===== src/common/src_pkg.sv =====
package src_pkg;

    ////////////////////////////////////////////////////////////
    // widths
    ////////////////////////////////////////////////////////////

    localparam int SAMPLE_W = 24;                  // audio sample, two's complement
    localparam int COEF_W   = 16;                  // weight, holds 2^PERIOD_LOG2 up to 14
    localparam int PROD_W   = SAMPLE_W + COEF_W;   // 40 bit product
    localparam int ACC_W    = PROD_W + 1;          // one guard bit for the two-tap sum

    ////////////////////////////////////////////////////////////
    // data types
    ////////////////////////////////////////////////////////////

    // signed stereo sample, one per channel
    typedef logic signed [SAMPLE_W-1:0] sample_t;

    // unsigned interpolation weight / phase count
    typedef logic [COEF_W-1:0] coef_t;

    typedef logic signed [PROD_W-1:0] prod_t;      // sample * weight
    typedef logic signed [ACC_W-1:0]  acc_t;       // new tap + old tap

    ////////////////////////////////////////////////////////////
    // engine sequencing
    ////////////////////////////////////////////////////////////

    // one pass per output tick, back to idle after the sum
    typedef enum logic [2:0] {
        IDLE     = 3'd0,    // waiting for tick
        LOAD_NEW = 3'd1,    // newest sample into multiplier
        LOAD_OLD = 3'd2,    // older sample into multiplier
        TAKE_NEW = 3'd3,    // newest product leaves pipe
        TAKE_OLD = 3'd4,    // older product leaves pipe
        SUM      = 3'd5     // add the two taps
    } engine_state_t;

endpackage


===== src/rtl/sample_capture.sv =====
`timescale 1ns/1ps

module sample_capture #(
    parameter int PERIOD_LOG2 = 9
) (
    input  logic             clk,
    input  logic             rst,
    input  logic             in_strobe,
    input  src_pkg::sample_t l_in,
    input  src_pkg::sample_t r_in,
    input  src_pkg::coef_t   phase_cnt,   // cycles since last output tick
    input  logic             busy,        // engine reading the history
    output src_pkg::sample_t l_new,
    output src_pkg::sample_t l_old,
    output src_pkg::sample_t r_new,
    output src_pkg::sample_t r_old,
    output src_pkg::coef_t   phase_coef   // phase of the newest commit
);

    localparam int unsigned PERIOD = 1 << PERIOD_LOG2;

    // pending slot, filled on every strobe
    logic             pending;
    src_pkg::sample_t l_pend;
    src_pkg::sample_t r_pend;
    src_pkg::coef_t   phase_pend;

    ////////////////////////////////////////////////////////////
    // pending slot
    ////////////////////////////////////////////////////////////

    always_ff @(posedge clk) begin
        if (rst) begin
            pending <= 1'b0;
        end else begin
            if (pending && !busy) pending <= 1'b0;   // drained into history
            if (in_strobe)        pending <= 1'b1;   // new strobe wins
        end
    end

    always_ff @(posedge clk) begin
        if (in_strobe) begin
            l_pend     <= l_in;
            r_pend     <= r_in;
            phase_pend <= phase_cnt;   // phase at arrival, not at commit
        end
    end

    ////////////////////////////////////////////////////////////
    // two-sample history
    ////////////////////////////////////////////////////////////

    // starts as silence so the engine never sees X before the first strobe
    always_ff @(posedge clk) begin
        if (rst) begin
            l_new      <= '0;
            l_old      <= '0;
            r_new      <= '0;
            r_old      <= '0;
            phase_coef <= '0;
        end else if (pending && !busy) begin
            l_old      <= l_new;        // shift
            r_old      <= r_new;
            l_new      <= l_pend;
            r_new      <= r_pend;
            phase_coef <= phase_pend;
        end
    end

    // input rate too high: second sample lands before the first drained
    a_no_overrun : assert property (@(posedge clk) disable iff (rst)
        in_strobe |-> !(pending && busy));

    // latched phase must be a legal weight
    a_phase_range : assert property (@(posedge clk) disable iff (rst)
        in_strobe |-> (phase_cnt < PERIOD));

endmodule


===== src/interp/tap_multiplier.sv =====
`timescale 1ns/1ps

module tap_multiplier (
    input  logic             clk,
    input  logic             rst,
    input  logic             en,       // pipe advances only when high
    input  src_pkg::sample_t sample,   // signed
    input  src_pkg::coef_t   coef,     // unsigned weight
    output src_pkg::prod_t   product
);

    src_pkg::prod_t mul_q;   // first stage

    // zero-extend the weight so the multiply stays signed
    logic signed [src_pkg::COEF_W:0] coef_s;

    assign coef_s = $signed({1'b0, coef});

    always_ff @(posedge clk) begin
        if (rst) begin
            mul_q   <= '0;
            product <= '0;
        end else if (en) begin
            mul_q   <= sample * coef_s;   // fits in 40 bits, weight < 2^16
            product <= mul_q;             // second stage
        end
    end

endmodule


===== src/interp/interp_engine.sv =====
`timescale 1ns/1ps

module interp_engine #(
    parameter int PERIOD_LOG2 = 9
) (
    input  logic             clk,
    input  logic             rst,
    input  logic             tick,        // output-rate strobe
    input  src_pkg::sample_t l_new,
    input  src_pkg::sample_t l_old,
    input  src_pkg::sample_t r_new,
    input  src_pkg::sample_t r_old,
    input  src_pkg::coef_t   phase_coef,
    output logic             busy,
    output logic             sum_valid,
    output src_pkg::acc_t    l_sum,
    output src_pkg::acc_t    r_sum
);

    localparam int unsigned PERIOD = 1 << PERIOD_LOG2;

    src_pkg::engine_state_t state;

    // shared multiplier operands
    logic             mult_en;
    src_pkg::coef_t   mult_coef;
    src_pkg::sample_t l_mult_in;
    src_pkg::sample_t r_mult_in;
    src_pkg::prod_t   l_prod;
    src_pkg::prod_t   r_prod;

    // products held until SUM
    src_pkg::prod_t   l_tap_new;
    src_pkg::prod_t   l_tap_old;
    src_pkg::prod_t   r_tap_new;
    src_pkg::prod_t   r_tap_old;

    ////////////////////////////////////////////////////////////
    // sequencer
    ////////////////////////////////////////////////////////////

    always_ff @(posedge clk) begin
        if (rst) begin
            state     <= src_pkg::IDLE;
            sum_valid <= 1'b0;
        end else begin
            sum_valid <= 1'b0;
            case (state)
                src_pkg::IDLE:     if (tick) state <= src_pkg::LOAD_NEW;
                src_pkg::LOAD_NEW: state <= src_pkg::LOAD_OLD;
                src_pkg::LOAD_OLD: state <= src_pkg::TAKE_NEW;
                src_pkg::TAKE_NEW: state <= src_pkg::TAKE_OLD;
                src_pkg::TAKE_OLD: state <= src_pkg::SUM;
                src_pkg::SUM: begin
                    state     <= src_pkg::IDLE;
                    sum_valid <= 1'b1;   // one cycle, sums valid with it
                end
                default:           state <= src_pkg::IDLE;
            endcase
        end
    end

    assign busy = (state != src_pkg::IDLE);   // history frozen while high

    // history is read live in the load states, capture has stopped committing
    always_comb begin
        mult_en   = (state == src_pkg::LOAD_NEW) || (state == src_pkg::LOAD_OLD)
                 || (state == src_pkg::TAKE_NEW);   // 2 pushes + 1 flush
        if (state == src_pkg::LOAD_NEW) begin
            mult_coef = src_pkg::coef_t'(PERIOD - phase_coef);   // newest weight
            l_mult_in = l_new;
            r_mult_in = r_new;
        end else begin
            mult_coef = phase_coef;                              // older weight
            l_mult_in = l_old;
            r_mult_in = r_old;
        end
    end

    ////////////////////////////////////////////////////////////
    // multipliers, one per channel
    ////////////////////////////////////////////////////////////

    tap_multiplier l_mult (
        .clk     (clk),
        .rst     (rst),
        .en      (mult_en),
        .sample  (l_mult_in),
        .coef    (mult_coef),
        .product (l_prod)
    );

    tap_multiplier r_mult (
        .clk     (clk),
        .rst     (rst),
        .en      (mult_en),
        .sample  (r_mult_in),
        .coef    (mult_coef),
        .product (r_prod)
    );

    // newest product out in TAKE_NEW, older one in TAKE_OLD
    always_ff @(posedge clk) begin
        case (state)
            src_pkg::TAKE_NEW: begin
                l_tap_new <= l_prod;
                r_tap_new <= r_prod;
            end
            src_pkg::TAKE_OLD: begin
                l_tap_old <= l_prod;
                r_tap_old <= r_prod;
            end
            src_pkg::SUM: begin
                l_sum <= src_pkg::acc_t'(l_tap_new) + src_pkg::acc_t'(l_tap_old);
                r_sum <= src_pkg::acc_t'(r_tap_new) + src_pkg::acc_t'(r_tap_old);
            end
            default: ;
        endcase
    end

    // output period must cover the whole pass
    a_no_retrigger : assert property (@(posedge clk) disable iff (rst)
        tick |-> !busy);

    a_weight_range : assert property (@(posedge clk) disable iff (rst)
        (state == src_pkg::LOAD_NEW) |-> (phase_coef < PERIOD));

endmodule


===== src/rtl/output_stage.sv =====
`timescale 1ns/1ps

module output_stage #(
    parameter int PERIOD_LOG2 = 9
) (
    input  logic             clk,
    input  logic             rst,
    input  logic             run,
    output logic             tick,        // one cycle per output period
    output src_pkg::coef_t   phase_cnt,
    input  logic             sum_valid,
    input  src_pkg::acc_t    l_sum,
    input  src_pkg::acc_t    r_sum,
    output logic             out_valid,
    output src_pkg::sample_t l_out,
    output src_pkg::sample_t r_out
);

    localparam src_pkg::coef_t LAST = src_pkg::coef_t'((1 << PERIOD_LOG2) - 1);
    localparam src_pkg::acc_t  HALF = src_pkg::acc_t'(1) << (PERIOD_LOG2 - 1);

    src_pkg::acc_t l_shift;
    src_pkg::acc_t r_shift;

    ////////////////////////////////////////////////////////////
    // rate divider
    ////////////////////////////////////////////////////////////

    // 49.152 MHz / 512 gives 96 kHz at the default
    always_ff @(posedge clk) begin
        if (rst || !run) begin
            phase_cnt <= '0;   // restart, first tick one full period later
            tick      <= 1'b0;
        end else if (phase_cnt == LAST) begin
            phase_cnt <= '0;
            tick      <= 1'b1;
        end else begin
            phase_cnt <= phase_cnt + 1'b1;
            tick      <= 1'b0;
        end
    end

    ////////////////////////////////////////////////////////////
    // rounding and output registers
    ////////////////////////////////////////////////////////////

    // round half up, then drop the weight scale
    assign l_shift = (l_sum + HALF) >>> PERIOD_LOG2;
    assign r_shift = (r_sum + HALF) >>> PERIOD_LOG2;

    always_ff @(posedge clk) begin
        if (rst) out_valid <= 1'b0;
        else     out_valid <= sum_valid;
    end

    always_ff @(posedge clk) begin
        if (sum_valid) begin
            l_out <= src_pkg::sample_t'(l_shift);   // weights sum to 2^n, no clip
            r_out <= src_pkg::sample_t'(r_shift);
        end
    end

    // upper bits must be pure sign extension
    a_fits_sample : assert property (@(posedge clk) disable iff (rst)
        sum_valid |-> (l_shift == src_pkg::acc_t'(src_pkg::sample_t'(l_shift)))
                   && (r_shift == src_pkg::acc_t'(src_pkg::sample_t'(r_shift))));

endmodule


===== src/rtl/stereo_interp_top.sv =====
`timescale 1ns/1ps

module stereo_interp_top #(
    parameter int PERIOD_LOG2 = 9   // 4..14, output every 2^n cycles
) (
    input  logic             clk,
    input  logic             rst,
    input  logic             run,
    input  logic             in_strobe,   // shared by both channels
    input  src_pkg::sample_t l_in,
    input  src_pkg::sample_t r_in,
    output logic             out_valid,
    output src_pkg::sample_t l_out,
    output src_pkg::sample_t r_out
);

    // output rate
    logic             tick;
    src_pkg::coef_t   phase_cnt;

    // history into the engine
    logic             busy;
    src_pkg::sample_t l_new;
    src_pkg::sample_t l_old;
    src_pkg::sample_t r_new;
    src_pkg::sample_t r_old;
    src_pkg::coef_t   phase_coef;

    // engine result
    logic             sum_valid;
    src_pkg::acc_t    l_sum;
    src_pkg::acc_t    r_sum;

    ////////////////////////////////////////////////////////////
    // input side
    ////////////////////////////////////////////////////////////

    sample_capture #(
        .PERIOD_LOG2 (PERIOD_LOG2)
    ) i_sample_capture (
        .clk        (clk),
        .rst        (rst),
        .in_strobe  (in_strobe),
        .l_in       (l_in),
        .r_in       (r_in),
        .phase_cnt  (phase_cnt),
        .busy       (busy),
        .l_new      (l_new),
        .l_old      (l_old),
        .r_new      (r_new),
        .r_old      (r_old),
        .phase_coef (phase_coef)
    );

    ////////////////////////////////////////////////////////////
    // interpolation, tick to sum_valid in 6 cycles
    ////////////////////////////////////////////////////////////

    interp_engine #(
        .PERIOD_LOG2 (PERIOD_LOG2)
    ) i_interp_engine (
        .clk        (clk),
        .rst        (rst),
        .tick       (tick),
        .l_new      (l_new),
        .l_old      (l_old),
        .r_new      (r_new),
        .r_old      (r_old),
        .phase_coef (phase_coef),
        .busy       (busy),
        .sum_valid  (sum_valid),
        .l_sum      (l_sum),
        .r_sum      (r_sum)
    );

    ////////////////////////////////////////////////////////////
    // output side
    ////////////////////////////////////////////////////////////

    output_stage #(
        .PERIOD_LOG2 (PERIOD_LOG2)
    ) i_output_stage (
        .clk       (clk),
        .rst       (rst),
        .run       (run),
        .tick      (tick),
        .phase_cnt (phase_cnt),
        .sum_valid (sum_valid),
        .l_sum     (l_sum),
        .r_sum     (r_sum),
        .out_valid (out_valid),   // tick + 7
        .l_out     (l_out),
        .r_out     (r_out)
    );

endmodule


===== config.mk =====
export PLATFORM = sky130hd
export DESIGN_NAME = stereo_interp_top
export DESIGN_NICKNAME = d
export VERILOG_FILES = /design/src/common/src_pkg.sv /design/src/rtl/sample_capture.sv /design/src/interp/tap_multiplier.sv /design/src/interp/interp_engine.sv /design/src/rtl/output_stage.sv /design/src/rtl/stereo_interp_top.sv
export SDC_FILE = /design/constraint.sdc
export NUM_CORES = 2
export LEC_CHECK = 0
export BUFFER_PORTS_ARGS = -buffer_cell sky130_fd_sc_hd__buf_2
export CAP_MARGIN = 20
export CORE_MARGIN = 2
export CORE_UTILIZATION = 41
export CTS_CLUSTER_SIZE = 16
export DETAILED_ROUTE_END_ITERATION = 7
export GPL_TIMING_DRIVEN = 0
export SLEW_MARGIN = 40
export SYNTH_ARGS = -nofsm -noshare
export SYNTH_HDL_FRONTEND = slang
export SYNTH_SLANG_ARGS = --single-unit

===== constraint.sdc =====
create_clock -name clk -period 19.69 [get_ports clk]
set_clock_uncertainty 0.15 [all_clocks]
set_input_delay 2.9535 -clock clk [delete_from_list [all_inputs] [get_ports clk]]
set_output_delay 2.9535 -clock clk [all_outputs]
set_load 0.005 [all_outputs]

==> results.md <==
- YS warnings: 0
- Crit path time final: around 10 ns
- IR drop worst, VDD: 87.3 µV
- Top_reg_cell synth: edfxtp_1
- Die Wd: 337 µm
- FFs w/ async S/R, synth: 0
- Die area: around 0.11 mm²
- Worst min path class: flip-flop to flip-flop
- Io pins: 101
- Seq/Total Area, Yosys: 0.312
- Detailed Routing Iterations Pass 1: 6
- Cell Area, Synth: around 0.045 mm²
- First-pass GRT wire length: 193 mm
- Slew Limit Fails: 0
- Fmax: 0.0995 GHz
- Cells after Synth: 4831
- Fin util: 0.455
- Crit Path Category: flip-flop to flip-flop
- Cts repair resizes: 0
- Most used cell, CP: fa_1
- CP max stage delay: 0.71 ns
- Post-synthesis cell type count: 75
- Setup bufs post-CTS: 0
- HPWL after DPL: a little over 100 mm
- Initial Util: 0.412
- Synth cell count leaders: 1060 x nand2_1, 791 x inv_1, 620 x fa_1
- Routed via count: 32700
- Critical path arrival: 10.45 ns
- Post-layout instance area: 0.0502 mm²
- Synth top area cells: fa_1 27%, edfxtp_1 19%, dfxtp_1 12%, nand2_1 8.8%, inv_1 6.5%
- FF+latch count, synth: 561
- Final setup violation count: 0
- Area grow syn2layout: 10.6%
- Slew headroom: 0.355
- Final hold violation count: 0
- Drt wl/cell: around 19 µm
- Area leader, netlist: fa_1
- # nets final: 5903
- Worst-Skew Late Latency: 0.66 ns
- Inserted Clock Buffers: 56
- Power, Total: 0.00248 W
- Leak pwr: 21.6 nW
- Placed Area: ~0.048 mm²
- CP Data Required Time: 20.09 ns
- Syn_area_per_cell: 9.40 µm²
- Synth top area share: 0.273
- Gr ovfl total: 0
- Startpoint Class: flip-flop
- Core area: 0.110 mm²
- Max-cap violations: 0
- Number of global-route vias before repair: 33000
- Hold-fix buffers, CTS: 0
- Die H: 337 µm
- Non-filler cells, final: 6534
- FP Rows: approximately 120
- Period utilization: 0.510
- Initial DRC count: 2244
- RePlAce Congestion: 0.974
- Overall Global Routing Usage: 0.223
- Vias/cell: between 5 and 6
- Post-Syn Nets: 5737
- CTS tree: yes
- H-tree levels: 2
- Status: finished, final reports clean
- Placed Cells: 6427
- Worst Tran Pin Value: 0.967 ns
- Crit-path slowest cell: a2111oi_1
- Post-synth EDFFs: 294
- CP max FO: 10
- RSZ-0062 raised after global routing: false
- Layout cells sized above 1: 0.0559
- Clock root cell: clkbuf_16
- Antenna Nets Post-Route: 0
- Largest net degree at the start of global routing: between 60 and 70
- P per Cell Area: 49.4 mW/mm²
- Critical path capture point type: flip-flop
- Sink Count: between 500 and 600
- Buffer levels on the longest clock path: 3
- DRC violations left: 0
- WL final: 124 mm
- Clk slew on worst S/H paths: 0.06 ns
- Setup TNS Final: 0 ns
- Antenna violations before repair: 4
- Buffers on Ports: 99
- Most frequent cell after synthesis: nand2_1
==> kinds of logic after synthesis <==
logic type | after synthesis | share of synthesized area
fa+ha+maj | 854 | 0.338
buf+inv | 991 | 0.0825
xor+xnor | 215 | 0.0435
flops | 561 | 0.312
simple gates | 1657 | 0.147
mux | 44 | 0.00970
compound gates | 509 | 0.0667
==> sequential cells by signal, summed over array words and instances, names as in the netlist, 25 cells and up <==
name,cells
i_interp_engine.l_mult.product,33
i_interp_engine.l_tap_new,33
i_interp_engine.r_mult.mul_q,33
i_interp_engine.l_sum,25
i_interp_engine.r_sum,25
i_interp_engine.l_tap_old,33
i_interp_engine.r_mult.product,33
i_interp_engine.r_tap_new,33
i_interp_engine.l_mult.mul_q,33
i_interp_engine.r_tap_old,33
==> layout make-up <==
type | instances | area [µm²]
buffer | 199 | 798
multi-input combinational | 3279 | 27700
antenna | 1 | 2.50
inverter | 792 | 2970
tap | 1488 | 1860
timing repair buffer | 108 | 698
clock inverter | 28 | 338
sequential | 561 | 14200
fill | 10800 | 60000
clock buffer | 78 | 1600
==> critical path, delay by kind of cell, from the launching register on <==
family                     cells  cell delay [ns]
AOI/OAI and AO/OA              5             1.76
xor gates and xnor gates       1             0.15
adders and majority gates      7             3.49
buffers and inverters          8             2.45
DFF                            1             0.31
and+or+nand+nor                5             1.62
==> path summary, 6_finish.rpt <==
check	from	to	depth (start not counted)	slack [ns]
hold / removal	i_interp_engine.l_mult.mul_q[4]$_SDFFE_PP0P_	i_interp_engine.l_mult.product[4]$_SDFFE_PP0P_	2	0.29
setup / recovery	i_interp_engine.state[2]$_SDFFE_PP0P_	i_interp_engine.r_mult.mul_q[32]$_SDFFE_PP0P_	26	9.64
hold reg to reg	i_interp_engine.l_mult.mul_q[4]$_SDFFE_PP0P_	i_interp_engine.l_mult.product[4]$_SDFFE_PP0P_	2	0.29
setup reg to reg	i_interp_engine.state[2]$_SDFFE_PP0P_	i_interp_engine.r_mult.mul_q[32]$_SDFFE_PP0P_	26	9.64
==> stage by stage <==
stage	hold WS (ns)	setup slack, ns
3_3_place_gp	0.283	9.20
2_1_floorplan	0.275	11.95
5_1_grt	0.313	9.24
6_report	0.295	9.64
3_5_place_dp	0.289	9.84
4_1_cts	0.299	9.78
==> power by group <==
| part | switching (W) | internal, W | total (W) |
|---|---|---|---|
| clock network | 0.000463 | 0.000637 | 0.00110 |
| logic | 0.0000952 | 0.0000314 | 0.000127 |
| registers | 0.0000152 | 0.00124 | 0.00125 |
| total | 0.000573 | 0.00191 | 0.00248 |
==> metal layers <==
layer | GRT usage | wire length [µm] | vias to the layer above
met3 | 0.0550 | 10800 | 228
li1 | - | - | 15400
met2 | 0.346 | 53900 | 1162
met5 | 0 | 0 | -
met4 | 0.0885 | 5670 | 0
met1 | 0.301 | 53200 | 16000
==> cells in the final DEF, fill, tap and decap left out, drive strengths merged, types with 7 or more instances in the layout <==
cell and n:
a211oi 16, a21o 48, a21oi 307, a31oi 11, and2 16, and3 21
buf 127, clkbuf 258, clkinv 16, dfxtp 267, edfxtp 294, fa 620
ha 234, inv 794, mux2i 44, nand2 1060, nand2b 15, nand3 49
nand4 19, nor2 397, nor2b 10, nor3 23, nor4 8, o211ai 10
o21a 15, o21ai 44, o21bai 11, o31ai 7, or3 13, xnor2 135
xor2 76
Power figures use the tool's default switching activity.
